==> config.mk <==
export PLATFORM = sky130hd
export DESIGN_NAME = exu_top
export DESIGN_NICKNAME = d
export VERILOG_FILES = /design/src/exu_pkg.sv /design/src/int_alu.sv /design/src/mult_seq.sv /design/src/div_radix2.sv /design/src/exu_control.sv /design/src/exu_top.sv
export VERILOG_INCLUDE_DIRS = /design/src /design/src/src
export SDC_FILE = /design/constraint.sdc
export NUM_CORES = 2
export LEC_CHECK = 0
export BUFFER_PORTS_ARGS = -buffer_cell sky130_fd_sc_hd__buf_2
export CAP_MARGIN = 20
export CELL_PAD_IN_SITES_DETAIL_PLACEMENT = 0
export CELL_PAD_IN_SITES_GLOBAL_PLACEMENT = 1
export CORE_UTILIZATION = 28
export CTS_CLUSTER_SIZE = 10
export DETAILED_ROUTE_END_ITERATION = 10
export GPL_TIMING_DRIVEN = 0
export PLACE_DENSITY = 0.62
export SLEW_MARGIN = 30
export SYNTH_ARGS = -nofsm -noshare
export SYNTH_HDL_FRONTEND = slang
export SYNTH_SLANG_ARGS = --single-unit
==> constraint.sdc <==
create_clock -name clk -period 7.8 [get_ports clk]
set_input_delay 0.39 -clock clk [delete_from_list [all_inputs] [get_ports clk]]
set_output_delay 0.39 -clock clk [all_outputs]
set_load 0.05 [all_outputs]
==> src/exu_cfg.svh <==
`ifndef EXU_CFG_SVH
`define EXU_CFG_SVH

// datapath width
`define EXU_XLEN 32

// shift amount width, log2 of the data width
`define EXU_SAW 5

`endif

==> src/exu_pkg.sv <==
`default_nettype none

package exu_pkg;

    typedef enum logic [5:0] {
        OP_AND    = 6'd0,
        OP_OR     = 6'd1,
        OP_NOR    = 6'd2,
        OP_XOR    = 6'd3,
        OP_ADD    = 6'd4,
        OP_ADDU   = 6'd5,
        OP_SUB    = 6'd6,
        OP_SUBU   = 6'd7,
        OP_SLT    = 6'd8,
        OP_SLTU   = 6'd9,
        OP_SLL    = 6'd10,
        OP_SRL    = 6'd11,
        OP_SRA    = 6'd12,
        OP_SLL_SA = 6'd13,
        OP_SRL_SA = 6'd14,
        OP_SRA_SA = 6'd15,
        OP_LUI    = 6'd16,
        OP_CLZ    = 6'd17,
        OP_CLO    = 6'd18,
        OP_PASS   = 6'd19,
        OP_TEQ    = 6'd20,
        OP_TNE    = 6'd21,
        OP_TGE    = 6'd22,
        OP_TGEU   = 6'd23,
        OP_TLT    = 6'd24,
        OP_TLTU   = 6'd25,
        OP_MULT   = 6'd26,
        OP_MULTU  = 6'd27,
        OP_MADD   = 6'd28,
        OP_MADDU  = 6'd29,
        OP_MSUB   = 6'd30,
        OP_MSUBU  = 6'd31,
        OP_DIV    = 6'd32,
        OP_DIVU   = 6'd33,
        OP_MFHI   = 6'd34,
        OP_MFLO   = 6'd35,
        OP_MTHI   = 6'd36,
        OP_MTLO   = 6'd37
    } exu_op_t;

    // ops that run on the multiplier or divider
    function automatic logic is_muldiv(exu_op_t op);
        return op inside {OP_MULT, OP_MULTU, OP_MADD, OP_MADDU,
                          OP_MSUB, OP_MSUBU, OP_DIV, OP_DIVU};
    endfunction

    function automatic logic is_trap(exu_op_t op);
        return op inside {OP_TEQ, OP_TNE, OP_TGE, OP_TGEU, OP_TLT, OP_TLTU};
    endfunction

endpackage

`default_nettype wire

==> src/int_alu.sv <==
`timescale 1ns/1ps
`default_nettype none

`include "exu_cfg.svh"

module int_alu import exu_pkg::*; (
    input  exu_op_t                op,
    input  logic [`EXU_XLEN-1:0]   src_a,
    input  logic [`EXU_XLEN-1:0]   src_b,
    input  logic [`EXU_SAW-1:0]    sa,
    output logic [`EXU_XLEN-1:0]   alu_result,
    output logic                   overflow,
    output logic                   trap
);

    localparam int W  = `EXU_XLEN;
    localparam int CW = $clog2(`EXU_XLEN) + 1;

    logic           sub_mode;
    logic [W-1:0]   b_in;
    logic [W-1:0]   sum;
    logic           carry;
    logic           lt_s;
    logic           lt_u;
    logic           eq;
    logic [`EXU_SAW-1:0] shamt;
    logic [W-1:0]   shl;
    logic [W-1:0]   shr_l;
    logic [W-1:0]   shr_a;
    logic [W-1:0]   lz_in;
    logic [CW-1:0]  lz_cnt;

    // shared adder, a - b as a + ~b + 1
    assign sub_mode = (op inside {OP_SUB, OP_SUBU, OP_SLT, OP_SLTU}) || is_trap(op);
    assign b_in     = src_b ^ {W{sub_mode}};
    assign {carry, sum} = {1'b0, src_a} + {1'b0, b_in} + {{W{1'b0}}, sub_mode};

    assign lt_s = (src_a[W-1] & ~src_b[W-1]) |
                  (~(src_a[W-1] ^ src_b[W-1]) & sum[W-1]);
    assign lt_u = ~carry; // no borrow out means a >= b
    assign eq   = (sum == '0);

    assign overflow = (op == OP_ADD || op == OP_SUB) &&
                      (src_a[W-1] == b_in[W-1]) && (sum[W-1] != src_a[W-1]);

    assign shamt = (op inside {OP_SLL, OP_SRL, OP_SRA}) ? src_a[`EXU_SAW-1:0] : sa;
    assign shl   = src_b << shamt;
    assign shr_l = src_b >> shamt;
    assign shr_a = $signed(src_b) >>> shamt;

    assign lz_in = (op == OP_CLO) ? ~src_a : src_a; // clo counts zeros of the inverse

    always_comb begin
        lz_cnt = CW'(W); // all-zero input
        for (int i = 0; i < W; i++) begin
            if (lz_in[i]) begin
                lz_cnt = CW'(W - 1 - i);
            end
        end
    end

    always_comb begin
        case (op)
            OP_AND:                          alu_result = src_a & src_b;
            OP_OR:                           alu_result = src_a | src_b;
            OP_NOR:                          alu_result = ~(src_a | src_b);
            OP_XOR:                          alu_result = src_a ^ src_b;
            OP_ADD, OP_ADDU, OP_SUB, OP_SUBU: alu_result = sum;
            OP_SLT:                          alu_result = {{(W-1){1'b0}}, lt_s};
            OP_SLTU:                         alu_result = {{(W-1){1'b0}}, lt_u};
            OP_SLL, OP_SLL_SA:               alu_result = shl;
            OP_SRL, OP_SRL_SA:               alu_result = shr_l;
            OP_SRA, OP_SRA_SA:               alu_result = shr_a;
            OP_LUI:                          alu_result = {src_b[W/2-1:0], {(W/2){1'b0}}};
            OP_CLZ, OP_CLO:                  alu_result = {{(W-CW){1'b0}}, lz_cnt};
            OP_PASS:                         alu_result = src_a;
            default:                         alu_result = '0;
        endcase
    end

    always_comb begin
        case (op)
            OP_TEQ:  trap = eq;
            OP_TNE:  trap = ~eq;
            OP_TGE:  trap = ~lt_s;
            OP_TGEU: trap = ~lt_u;
            OP_TLT:  trap = lt_s;
            OP_TLTU: trap = lt_u;
            default: trap = 1'b0;
        endcase
    end

endmodule

`default_nettype wire

==> src/mult_seq.sv <==
`timescale 1ns/1ps
`default_nettype none

`include "exu_cfg.svh"

module mult_seq (
    input  logic                   clk,
    input  logic                   reset,
    input  logic                   flush,
    input  logic                   start,
    input  logic                   signed_mode,
    input  logic [`EXU_XLEN-1:0]   a,
    input  logic [`EXU_XLEN-1:0]   b,
    output logic [2*`EXU_XLEN-1:0] product,
    output logic                   done
);

    localparam int W  = `EXU_XLEN;
    localparam int CW = $clog2(`EXU_XLEN);

    logic [W-1:0]   mcand;
    logic [2*W-1:0] acc;      // partial sum over remaining multiplier bits
    logic [CW-1:0]  cnt;
    logic           running;
    logic           negate;
    logic [W:0]     partial;

    assign partial = {1'b0, acc[2*W-1:W]} + (acc[0] ? {1'b0, mcand} : {(W+1){1'b0}});

    always_ff @(posedge clk) begin
        if (reset || flush) begin
            running <= 1'b0;
            done    <= 1'b0;
            cnt     <= '0;
        end else begin
            done <= 1'b0;
            if (start) begin
                running <= 1'b1;
                cnt     <= '0;
            end else if (running) begin
                cnt <= cnt + 1'b1;
                if (cnt == CW'(W - 1)) begin
                    running <= 1'b0;
                    done    <= 1'b1;
                end
            end
        end
    end

    always_ff @(posedge clk) begin
        if (start) begin
            mcand  <= (signed_mode && a[W-1]) ? -a : a;
            acc    <= {{W{1'b0}}, ((signed_mode && b[W-1]) ? -b : b)};
            negate <= signed_mode && (a[W-1] ^ b[W-1]);
        end else if (running) begin
            acc <= {partial, acc[W-1:1]}; // add then shift right
        end
    end

    assign product = negate ? -acc : acc;

endmodule

`default_nettype wire

==> src/div_radix2.sv <==
`timescale 1ns/1ps
`default_nettype none

`include "exu_cfg.svh"

module div_radix2 (
    input  logic                 clk,
    input  logic                 reset,
    input  logic                 flush,
    input  logic                 start,
    input  logic                 signed_mode,
    input  logic [`EXU_XLEN-1:0] a,
    input  logic [`EXU_XLEN-1:0] b,
    output logic [`EXU_XLEN-1:0] quotient,
    output logic [`EXU_XLEN-1:0] remainder,
    output logic                 done
);

    localparam int W  = `EXU_XLEN;
    localparam int CW = $clog2(`EXU_XLEN) + 1;

    logic [W-1:0]  dvsr;
    logic [W-1:0]  rem;
    logic [W-1:0]  quo;     // dividend bits shift out, quotient bits shift in
    logic [CW-1:0] cnt;
    logic          running;
    logic          neg_q;
    logic          neg_r;
    logic [W:0]    trial;

    // zero divisor never fails the trial, so quotient goes all ones
    assign trial = {rem, quo[W-1]} - {1'b0, dvsr};

    always_ff @(posedge clk) begin
        if (reset || flush) begin
            running <= 1'b0;
            done    <= 1'b0;
            cnt     <= '0;
        end else begin
            done <= 1'b0;
            if (start) begin
                running <= 1'b1;
                cnt     <= '0;
            end else if (running) begin
                if (cnt == CW'(W)) begin
                    running <= 1'b0;
                    done    <= 1'b1;
                end else begin
                    cnt <= cnt + 1'b1;
                end
            end
        end
    end

    always_ff @(posedge clk) begin
        if (start) begin
            dvsr  <= (signed_mode && b[W-1]) ? -b : b;
            quo   <= (signed_mode && a[W-1]) ? -a : a;
            rem   <= '0;
            neg_q <= signed_mode && (a[W-1] ^ b[W-1]);
            neg_r <= signed_mode && a[W-1]; // remainder follows dividend
        end else if (running) begin
            if (cnt != CW'(W)) begin
                if (!trial[W]) begin
                    rem <= trial[W-1:0];
                    quo <= {quo[W-2:0], 1'b1};
                end else begin
                    rem <= {rem[W-2:0], quo[W-1]};
                    quo <= {quo[W-2:0], 1'b0};
                end
            end else begin
                quotient  <= neg_q ? -quo : quo; // final sign fix cycle
                remainder <= neg_r ? -rem : rem;
            end
        end
    end

    cnt_in_range: assert property (@(posedge clk) disable iff (reset)
        running |-> cnt <= CW'(W))
        else $error("divider step counter past data width");

endmodule

`default_nettype wire

==> src/exu_control.sv <==
`timescale 1ns/1ps
`default_nettype none

`include "exu_cfg.svh"

module exu_control import exu_pkg::*; (
    input  logic                   clk,
    input  logic                   reset,
    input  logic                   flush,
    input  logic                   issue,
    input  exu_op_t                op,
    input  logic [`EXU_XLEN-1:0]   alu_result,
    input  logic [`EXU_XLEN-1:0]   src_a,
    input  logic [2*`EXU_XLEN-1:0] product,
    input  logic                   mult_done,
    input  logic [`EXU_XLEN-1:0]   quotient,
    input  logic [`EXU_XLEN-1:0]   remainder,
    input  logic                   div_done,
    output logic                   mult_start,
    output logic                   mult_signed,
    output logic                   div_start,
    output logic                   div_signed,
    output logic                   busy,
    output logic [`EXU_XLEN-1:0]   result,
    output logic [`EXU_XLEN-1:0]   hi,
    output logic [`EXU_XLEN-1:0]   lo
);

    logic [2*`EXU_XLEN-1:0] hilo_next;

    assign mult_start  = issue && (op inside {OP_MULT, OP_MULTU, OP_MADD, OP_MADDU,
                                              OP_MSUB, OP_MSUBU});
    assign mult_signed = op inside {OP_MULT, OP_MADD, OP_MSUB};
    assign div_start   = issue && (op inside {OP_DIV, OP_DIVU});
    assign div_signed  = (op == OP_DIV);

    // op is held until busy drops, so it still selects the accumulate here
    always_comb begin
        case (op)
            OP_MADD, OP_MADDU: hilo_next = {hi, lo} + product;
            OP_MSUB, OP_MSUBU: hilo_next = {hi, lo} - product;
            default:           hilo_next = product;
        endcase
    end

    always_ff @(posedge clk) begin
        if (reset) begin
            hi <= '0;
            lo <= '0;
        end else if (mult_done && !flush) begin
            {hi, lo} <= hilo_next;
        end else if (div_done && !flush) begin
            hi <= remainder;
            lo <= quotient;
        end else if (issue && op == OP_MTHI) begin
            hi <= src_a;
        end else if (issue && op == OP_MTLO) begin
            lo <= src_a;
        end
    end

    always_ff @(posedge clk) begin
        if (reset || flush) begin
            busy <= 1'b0;
        end else if (mult_done || div_done) begin
            busy <= 1'b0;
        end else if (issue && is_muldiv(op)) begin
            busy <= 1'b1;
        end
    end

    always_comb begin
        case (op)
            OP_MFHI: result = hi;
            OP_MFLO: result = lo;
            default: result = alu_result;
        endcase
    end

    issue_while_busy: assert property (@(posedge clk) disable iff (reset)
        busy |-> !issue)
        else $error("issue while multiply/divide still running");

    // done from either sequencer only belongs to a tracked operation
    done_without_busy: assert property (@(posedge clk) disable iff (reset)
        (mult_done || div_done) |-> busy)
        else $error("done pulse with no operation in flight");

endmodule

`default_nettype wire

==> src/exu_top.sv <==
`timescale 1ns/1ps
`default_nettype none

`include "exu_cfg.svh"

module exu_top import exu_pkg::*; (
    input  logic                 clk,
    input  logic                 reset,
    input  logic                 flush,
    input  logic                 issue,
    input  exu_op_t              op,
    input  logic [`EXU_XLEN-1:0] src_a,
    input  logic [`EXU_XLEN-1:0] src_b,
    input  logic [`EXU_SAW-1:0]  sa,
    output logic [`EXU_XLEN-1:0] result,
    output logic                 overflow,
    output logic                 trap,
    output logic                 busy,
    output logic [`EXU_XLEN-1:0] hi,
    output logic [`EXU_XLEN-1:0] lo
);

    logic [`EXU_XLEN-1:0]   alu_result;
    logic                   mult_start;
    logic                   mult_signed;
    logic                   mult_done;
    logic [2*`EXU_XLEN-1:0] product;
    logic                   div_start;
    logic                   div_signed;
    logic                   div_done;
    logic [`EXU_XLEN-1:0]   quotient;
    logic [`EXU_XLEN-1:0]   remainder;

    exu_control exu_control_inst (
        .clk         (clk),
        .reset       (reset),
        .flush       (flush),
        .issue       (issue),
        .op          (op),
        .alu_result  (alu_result),
        .src_a       (src_a),
        .product     (product),
        .mult_done   (mult_done),
        .quotient    (quotient),
        .remainder   (remainder),
        .div_done    (div_done),
        .mult_start  (mult_start),
        .mult_signed (mult_signed),
        .div_start   (div_start),
        .div_signed  (div_signed),
        .busy        (busy),
        .result      (result),
        .hi          (hi),
        .lo          (lo)
    );

    int_alu int_alu_inst (
        .op         (op),
        .src_a      (src_a),
        .src_b      (src_b),
        .sa         (sa),
        .alu_result (alu_result),
        .overflow   (overflow),
        .trap       (trap)
    );

    mult_seq mult_seq_inst (
        .clk         (clk),
        .reset       (reset),
        .flush       (flush),
        .start       (mult_start),
        .signed_mode (mult_signed),
        .a           (src_a),
        .b           (src_b),
        .product     (product),
        .done        (mult_done)
    );

    div_radix2 div_radix2_inst (
        .clk         (clk),
        .reset       (reset),
        .flush       (flush),
        .start       (div_start),
        .signed_mode (div_signed),
        .a           (src_a),
        .b           (src_b),
        .quotient    (quotient),
        .remainder   (remainder),
        .done        (div_done)
    );

endmodule

`default_nettype wire

=== Word-level counts from Yosys, hierarchy flattened ===
Cells that the tools add are included.

* Output and inout port bits: 99
* Register bits after elaboration: 339
* Input bits: 79

* Bitwise logic cells: 20
* Equal/unequal tests: 43
* Shift operators: 3
* Reduce and logical (&&, ||, !) cells: 51
* Mux-type cells: 68
* $add $sub $neg: 13

{| class="wikitable"
|+ Operators with widths
! operator !! number
|-
| 32-bit 2-to-1 mux || 21
|-
| 32-bit case mux with 13 select lines || 1
|-
| 6-bit 2-to-1 mux || 32
|-
| 32-bit negation || 4
|-
| 64-bit case mux with 2 select lines || 1
|-
| 6-bit by 5-bit == test with 1-bit output (second input constant) || 16
|-
| 32-bit by 32-bit adder with 33-bit output || 2
|-
| 64-bit adder || 1
|-
| 64-bit 2-to-1 mux || 1
|-
| 64-bit negation || 1
|-
| 32-bit inverter || 2
|-
| 32-bit case mux with 2 select lines || 1
|-
| 64-bit subtractor || 1
|-
| 32-bit XOR || 2
|-
| 6-bit by 4-bit == test with 1-bit output (second input constant) || 8
|-
| 6-bit == test (second input constant) || 7
|-
| 33-bit by 1-bit adder with 33-bit output || 1
|-
| 33-bit by 32-bit subtractor with 33-bit output || 1
|-
| 32-bit AND || 1
|-
| 32-bit logical NOT || 1
|-
| 32-bit bitwise OR || 1
|-
| 32-bit by 5-bit << shifter with 32-bit output || 1
|-
| 32-bit by 5-bit right shift with 32-bit output || 1
|-
| 32-bit by 5-bit >>> shifter with 32-bit output || 1
|-
| other kinds (31) || 89
|}

=== Longest topological paths before layout ===
* Depth after elaboration: 36
* Depth in mapped cells: 32

=== By module ===
A second synthesis with hierarchy kept.

* Cell total of the unflattened synthesis: 4867
* Area total of the unflattened synthesis: 37623.6 µm²

{| class="wikitable"
|+ Modules (own cells, without submodules)
! module !! area an instance (µm²) !! cells each !! sequential area each (µm²) !! times used
|-
| div_radix2 || 10775.3 || 1133 || 4704.5 || 1
|-
| exu_control || 9769.4 || 1441 || 1301.2 || 1
|-
| int_alu || 8998.6 || 1376 || 0.0 || 1
|-
| mult_seq || 8080.2 || 917 || 2732.6 || 1
|}

=== Least setup slack after synthesis ===
OpenSTA, ideal clock, no wires.

* Path kind: register to register
* Start: reg mult_seq_inst.acc[0]
* End: reg exu_control_inst.hi[21]
* Period minus slack after synthesis: 6576 ps
* Required time: 7681 ps
* Stages on the path, launching flop included: 30
* Path slack: 1224 ps
* Data arrival time: 6457 ps
* Path through: edfxtp_1 > clkbuf_1 > clkbuf_1 > inv_1 > ha_1 > nand2b_1 > or3_1 > buf_2 > or3_1 > mux2_2 > a32oi_1 > or4_4 > or4_4 > nor2b_1 > and2b_1 > nor2_1 > xnor2_1 > ha_1 > clkbuf_1 > a21oi_1 > nor2b_1 > o21ai_0 > nand2b_1 > or3_1 > o32ai_1 > nor3_1 > a41oi_1 > o22ai_1 > o41a_1 > o221a_2

* Word-level cells in the longest chain between the ends: 5
* Elaborated cells between the ends (all ways): 6
* Those cells by class: 3 x add/sub; 3 x mux

{| class="wikitable"
|+ RTL lines
! element !! RTL line !! source
|-
| start, declared || mult_seq.sv:22 || <nowiki>logic [2*W-1:0] acc;</nowiki>
|-
| start signal, assigned || mult_seq.sv:53 || <nowiki>acc <= {{W{1'b0}}, ((signed_mode && b[W-1]) ? -b : b)};</nowiki>
|-
| start signal, assigned || mult_seq.sv:56 || <nowiki>acc <= {partial, acc[W-1:1]};</nowiki>
|-
| 64-bit negation || mult_seq.sv:60 || <nowiki>assign product = negate ? -acc : acc;</nowiki>
|-
| 64-bit 2-to-1 mux (*) || mult_seq.sv:60 ||
|-
| 64-bit subtractor / 64-bit adder (equally long branches) || exu_control.sv:41, exu_control.sv:40 ||
|-
| 64-bit case mux with 2 select lines (*) || exu_control.sv:39 || <nowiki>case (op)</nowiki>
|-
| 32-bit 2-to-1 mux (*) || exu_control.sv:50 || <nowiki>end else if (mult_done && !flush) begin</nowiki>
|-
| end signal, assigned || exu_control.sv:51 || <nowiki>{hi, lo} <= hilo_next;</nowiki>
|-
| end signal, assigned || exu_control.sv:53 || <nowiki>hi <= remainder;</nowiki>
|-
| end signal, assigned || exu_control.sv:56 || <nowiki>hi <= src_a;</nowiki>
|-
| end, declared || exu_control.sv:25 || <nowiki>output logic [`EXU_XLEN-1:0] hi,</nowiki>
|}

Mark *: on every way between the ends. The rest lies on a longest branch, timed or not.
A chain may end at the register's enable or synchronous reset.

=== Worst setup path in the final report ===
* Start: in op[5]
* End: out result[29]

* Word-level cells in the longest chain between the ends: 8
* Elaborated cells between the ends (all ways): 46
* Those cells by class: 2 x add/sub; 27 x eq/ne; 3 x shift; 3 x mux; 1 x bitwise; 10 x reduce/logical

{| class="wikitable"
|+ RTL lines
! element !! RTL line !! source
|-
| start, declared || exu_top.sv:11 || <nowiki>input exu_op_t op,</nowiki>
|-
| 6-bit by 5-bit == test with 1-bit output (tied with other cells) || exu_pkg.sv:53 || <nowiki>return op inside {OP_TEQ, OP_TNE, OP_TGE, OP_TGEU, OP_TLT, OP_TLTU};</nowiki>
|-
| 6-bit nonzero test / 4-bit nonzero test (equally long branches) || exu_pkg.sv:53, int_alu.sv:34 ||
|-
| 1-bit logical OR || int_alu.sv:34 || <nowiki>assign sub_mode = (op inside {OP_SUB, OP_SUBU, OP_SLT, OP_SLTU}) || is_trap(op);</nowiki>
|-
| 32-bit XOR || int_alu.sv:35 || <nowiki>assign b_in = src_b ^ {W{sub_mode}};</nowiki>
|-
| 32-bit by 32-bit adder with 33-bit output || int_alu.sv:36 || <nowiki>assign {carry, sum} = {1'b0, src_a} + {1'b0, b_in} + {{W{1'b0}}, sub_mode};</nowiki>
|-
| 33-bit by 1-bit adder with 33-bit output || int_alu.sv:36 ||
|-
| 32-bit case mux with 13 select lines || int_alu.sv:63 || <nowiki>case (op)</nowiki>
|-
| 32-bit case mux with 2 select lines (*) || exu_control.sv:73 || <nowiki>case (op)</nowiki>
|-
| end, declared || exu_top.sv:15 || <nowiki>output logic [`EXU_XLEN-1:0] result,</nowiki>
|}

Marks and branches as above.

==> results.toml <==
[finish]
area_delta_synth_final_pct = 14.0
layout-drive-gt1-share_pct = 7.87
seqCellArea_mm2 = 0.00874
num-fill-cells = 14000
instances_no_fill = 6806
nNetsFinal = 5354
multi_input_area_mm2 = 0.0262
post-route-util_pct = 32.3

[cts]
hold_buffers = 0
htreeDepth = 2
clockRootBuffer = "clkbuf_16"
worst_skew_pair.late_latency_ns = 0.62
cts_buffers = 44
clk_pin_slew_ns = 0.06
cts_buffer_depth = 3
clock_sinks = 339
tritoncts = "done"

[sta]
hold_slack_ns = 0.116
fmax_mhz = 129
setup_ws_ns = 0.0386
worst_slew_pin_slew_ns = 1.16
finalMaxSlewViolations = 0
period_share_pct = 99.5
fin_skew_ns = 0.0458
finalCriticalPeriod_ns = 7.76
final_hold_viol_count = 0
slew-limit-headroom_pct = 22.9
setup_viol = 0

[yosys]
synth.distinct_cells = 97
synth_area_per_cell_um2 = 7.58
synthFlopType = "edfxtp_1"
synth_top_area_cell = "edfxtp_1"
async_flop_share_pct = 0
yosys.area.top_type_share_pct = 16.1
synthXorXnorAreaFrac_pct = 11.7
synth_compound_area_share_pct = 25.0
synth.top_cells.by_count = "nand2_1 (535), nor2_1 (505), o21ai_0 (421), xnor2_1 (358), a21oi_1 (345)"
synthMuxAreaShare_pct = 4.60
yosys.area_share.simple_pct = 21.5
synth_most_common_cell = "nand2_1"
synth_warnings = 0
synth_seq_cells = 339
synth_top_family_by_area = "compound AO/OA/AOI/OAI gates"
synth_area_leaders = "edfxtp_1 (16%), xnor2_1 (8.6%), ha_1 (8.0%), dfxtp_1 (7.9%), o21ai_0 (5.8%)"
syn-cell-area_mm2 = 0.0364
synth_enable_flop_cells = 195
synthAdderAreaFrac_pct = 8.21
seq_area_frac_synth_pct = 24.0
syn_inst = 4797
synth.net_count = 5112

[min_path]
min_path_type = "in -> reg"
min_from = "src_a[0]"
hold-path-cell-count = 1
hold_end = "mult_seq_inst.mcand[0]"

[status]
status = "finished, final reports clean"

[drt]
first_iter_violations = 5496
antenna_left = 0
drtPass1Iterations = 6
drc = 0
via_count = 40500
wirelength_um = 223000
viasPerCell = 5.95
wl_per_cell_um = 32.7

[placed_design]
place_congestion = 1.07
post-place-ws_ns = -2.18
place_inst = 6708
port-buffer-count = 174
place_hpwl_um = 184000

[critical_path]
slowest_delay_ns = 0.90
startpoint_type = "input port"
worst-path-buf-inv = 6
crit_chain = "buf_2, clkbuf_1, nor3b_1, o21ai_1, clkbuf_1, a21oi_1, buf_1, clkbuf_1, nor2_1, o21ai_0, o21ai_0, o211ai_1, nand2_1, a221oi_1, o21ai_0, buf_2"
reg2reg_setup_slack_ns = 0.19
cp.required_ns = 7.41
crit_arrival_ns = 7.37
critical_path_class = "in -> out"
crit_start = "op[5]"
r2r_cells = 27
r2r_end = "exu_control_inst.hi[25]"
endpoint_kind = "output port"
r2r_start = "mult_seq_inst.acc[2]"
crit_fanout = 10
cp_num_cells = 16
crit_family = "compound AO/OA/AOI/OAI gates"
critPathSlowestCell = "a221oi_1"

[pwr]
finalPower_mw = 7.06
leakagePower_nw = 16.3
ir_worst_vdd_mv = 0.166
p_per_area_mw_per_mm2 = 170

[floorplanning]
die_x_um = 362
die_y_um = 362
dieArea_mm2 = 0.131
rows = 131
ios = 178
start_util_pct = 28.4
core_area_mm2 = 0.128

[run]
cap_violations = 0

[global_routing]
grt_max_degree = 36
grt_overflow = 0
grt_pass1_wl_um = 301000
antenna_found_initial = 27
grt_pass1_vias = 36700
track_usage_pct = 32.6
[layout by cell type, fill, tap and decap left out, types with 19 or more instances in the layout]
cell	instances
or3_1	52
a22oi_1	27
nand4_1	46
o21ai_0	419
a311oi_1	19
a31oi_1	34
buf_4	19
o31ai_1	51
dfxtp_1	144
o21bai_1	19
ha_1	231
and3_1	25
xnor2_1	351
o21a_1	40
buf_1	33
or4_1	31
nand2_1	534
edfxtp_1	195
a2111oi_0	19
mux2i_1	158
nand2b_1	44
o211ai_1	48
buf_2	184
nor2_1	504
clkinv_1	24
nand3_1	118
a21oi_1	343
a21o_1	77
and2_1	55
nor2b_1	34
clkbuf_1	255
or2_2	22
xor2_1	113
a221oi_1	29
nor3_1	123
clkbuf_16	46
nor4_1	26
inv_1	147
a211oi_1	92
[flip-flops by register name, summed over array words and instances, names as in the netlist]
| register | cells |
|---|---|
| div_radix2_inst.rem | 32 |
| mult_seq_inst.negate | 1 |
| mult_seq_inst.cnt | 5 |
| mult_seq_inst.running | 1 |
| mult_seq_inst.acc | 64 |
| div_radix2_inst.neg_q | 1 |
| exu_control_inst.busy | 1 |
| div_radix2_inst.neg_r | 1 |
| div_radix2_inst.dvsr | 32 |
| div_radix2_inst.quo | 32 |
| div_radix2_inst.running | 1 |
| mult_seq_inst.mcand | 32 |
| mult_seq_inst.done | 1 |
| div_radix2_inst.done | 1 |
| exu_control_inst.hi | 32 |
| div_radix2_inst.quotient | 32 |
| div_radix2_inst.cnt | 6 |
| exu_control_inst.lo | 32 |
| div_radix2_inst.remainder | 32 |
[final cells by class]
class / count / share of cell area [%]
inverter: 171 / 1.56
clock buffer: 70 / 3.16
multi-input combinational: 3989 / 63.1
clock inverter: 10 / 0.233
sequential: 339 / 21.1
antenna: 4 / 0.0242
tap: 1729 / 5.22
buffer: 296 / 2.85
timing repair buffer: 198 / 2.71
[routing by layer]
metal  GRT usage (%)  part of all wire, %  up-vias
met5               0                0.093        -
met4            15.5                  5.6       12
met3            8.28                   11      442
met2            48.0                   41     2331
met1            44.1                   42    19800
li1                -                    -    18000
[what timing repair did]
| action | in CTS | in global routing |
|---|---|---|
| endpoints found under the setup margin | 53 | 19 |
| gates resized for setup | 39 | 21 |
| pin swaps | 6 | 9 |
| gates cloned | 0 | 0 |
| setup buffers | 8 | 8 |
[worst max path at each step]
stage                                   end  slack [ns]
floorplan           exu_control_inst.hi[21]        1.22
global placement    exu_control_inst.hi[25]       -2.44
detailed placement  exu_control_inst.hi[25]       -2.18
CTS                 exu_control_inst.hi[25]      0.0009
global route        exu_control_inst.hi[23]      -0.007
finish                           result[29]        0.04
[power by group]
group          internal (mW)  leakage [nW]  switching (mW)
Clock                   1.16         0.680           0.863
Combinational          0.905          12.7            1.96
Sequential              1.99          2.92           0.175
Total                   4.06          16.3            3.00
[cells by family (layout without fill, tap and decap cells)]
| group | Yosys count | in the layout |
|---|---|---|
| AOI/OAI and AO/OA | 1426 | 1426 |
| buffers and inverters | 469 | 745 |
| DFF | 339 | 339 |
| muxes | 165 | 165 |
| other | 0 | 4 |
| and+or+nand+nor | 1680 | 1680 |
| adders and majority gates | 236 | 236 |
| xor gates and xnor gates | 482 | 482 |
[per-stage QoR]
stage	setup TNS [ns]	instance area (um^2)
detailed placement	-44.97	39600
global route	-0.00736	41400
global placement	-63.74	39400
floorplan	0	36400
CTS	0	41200
finish	0	41400
Note: power is estimated with default switching activity, not from simulation.
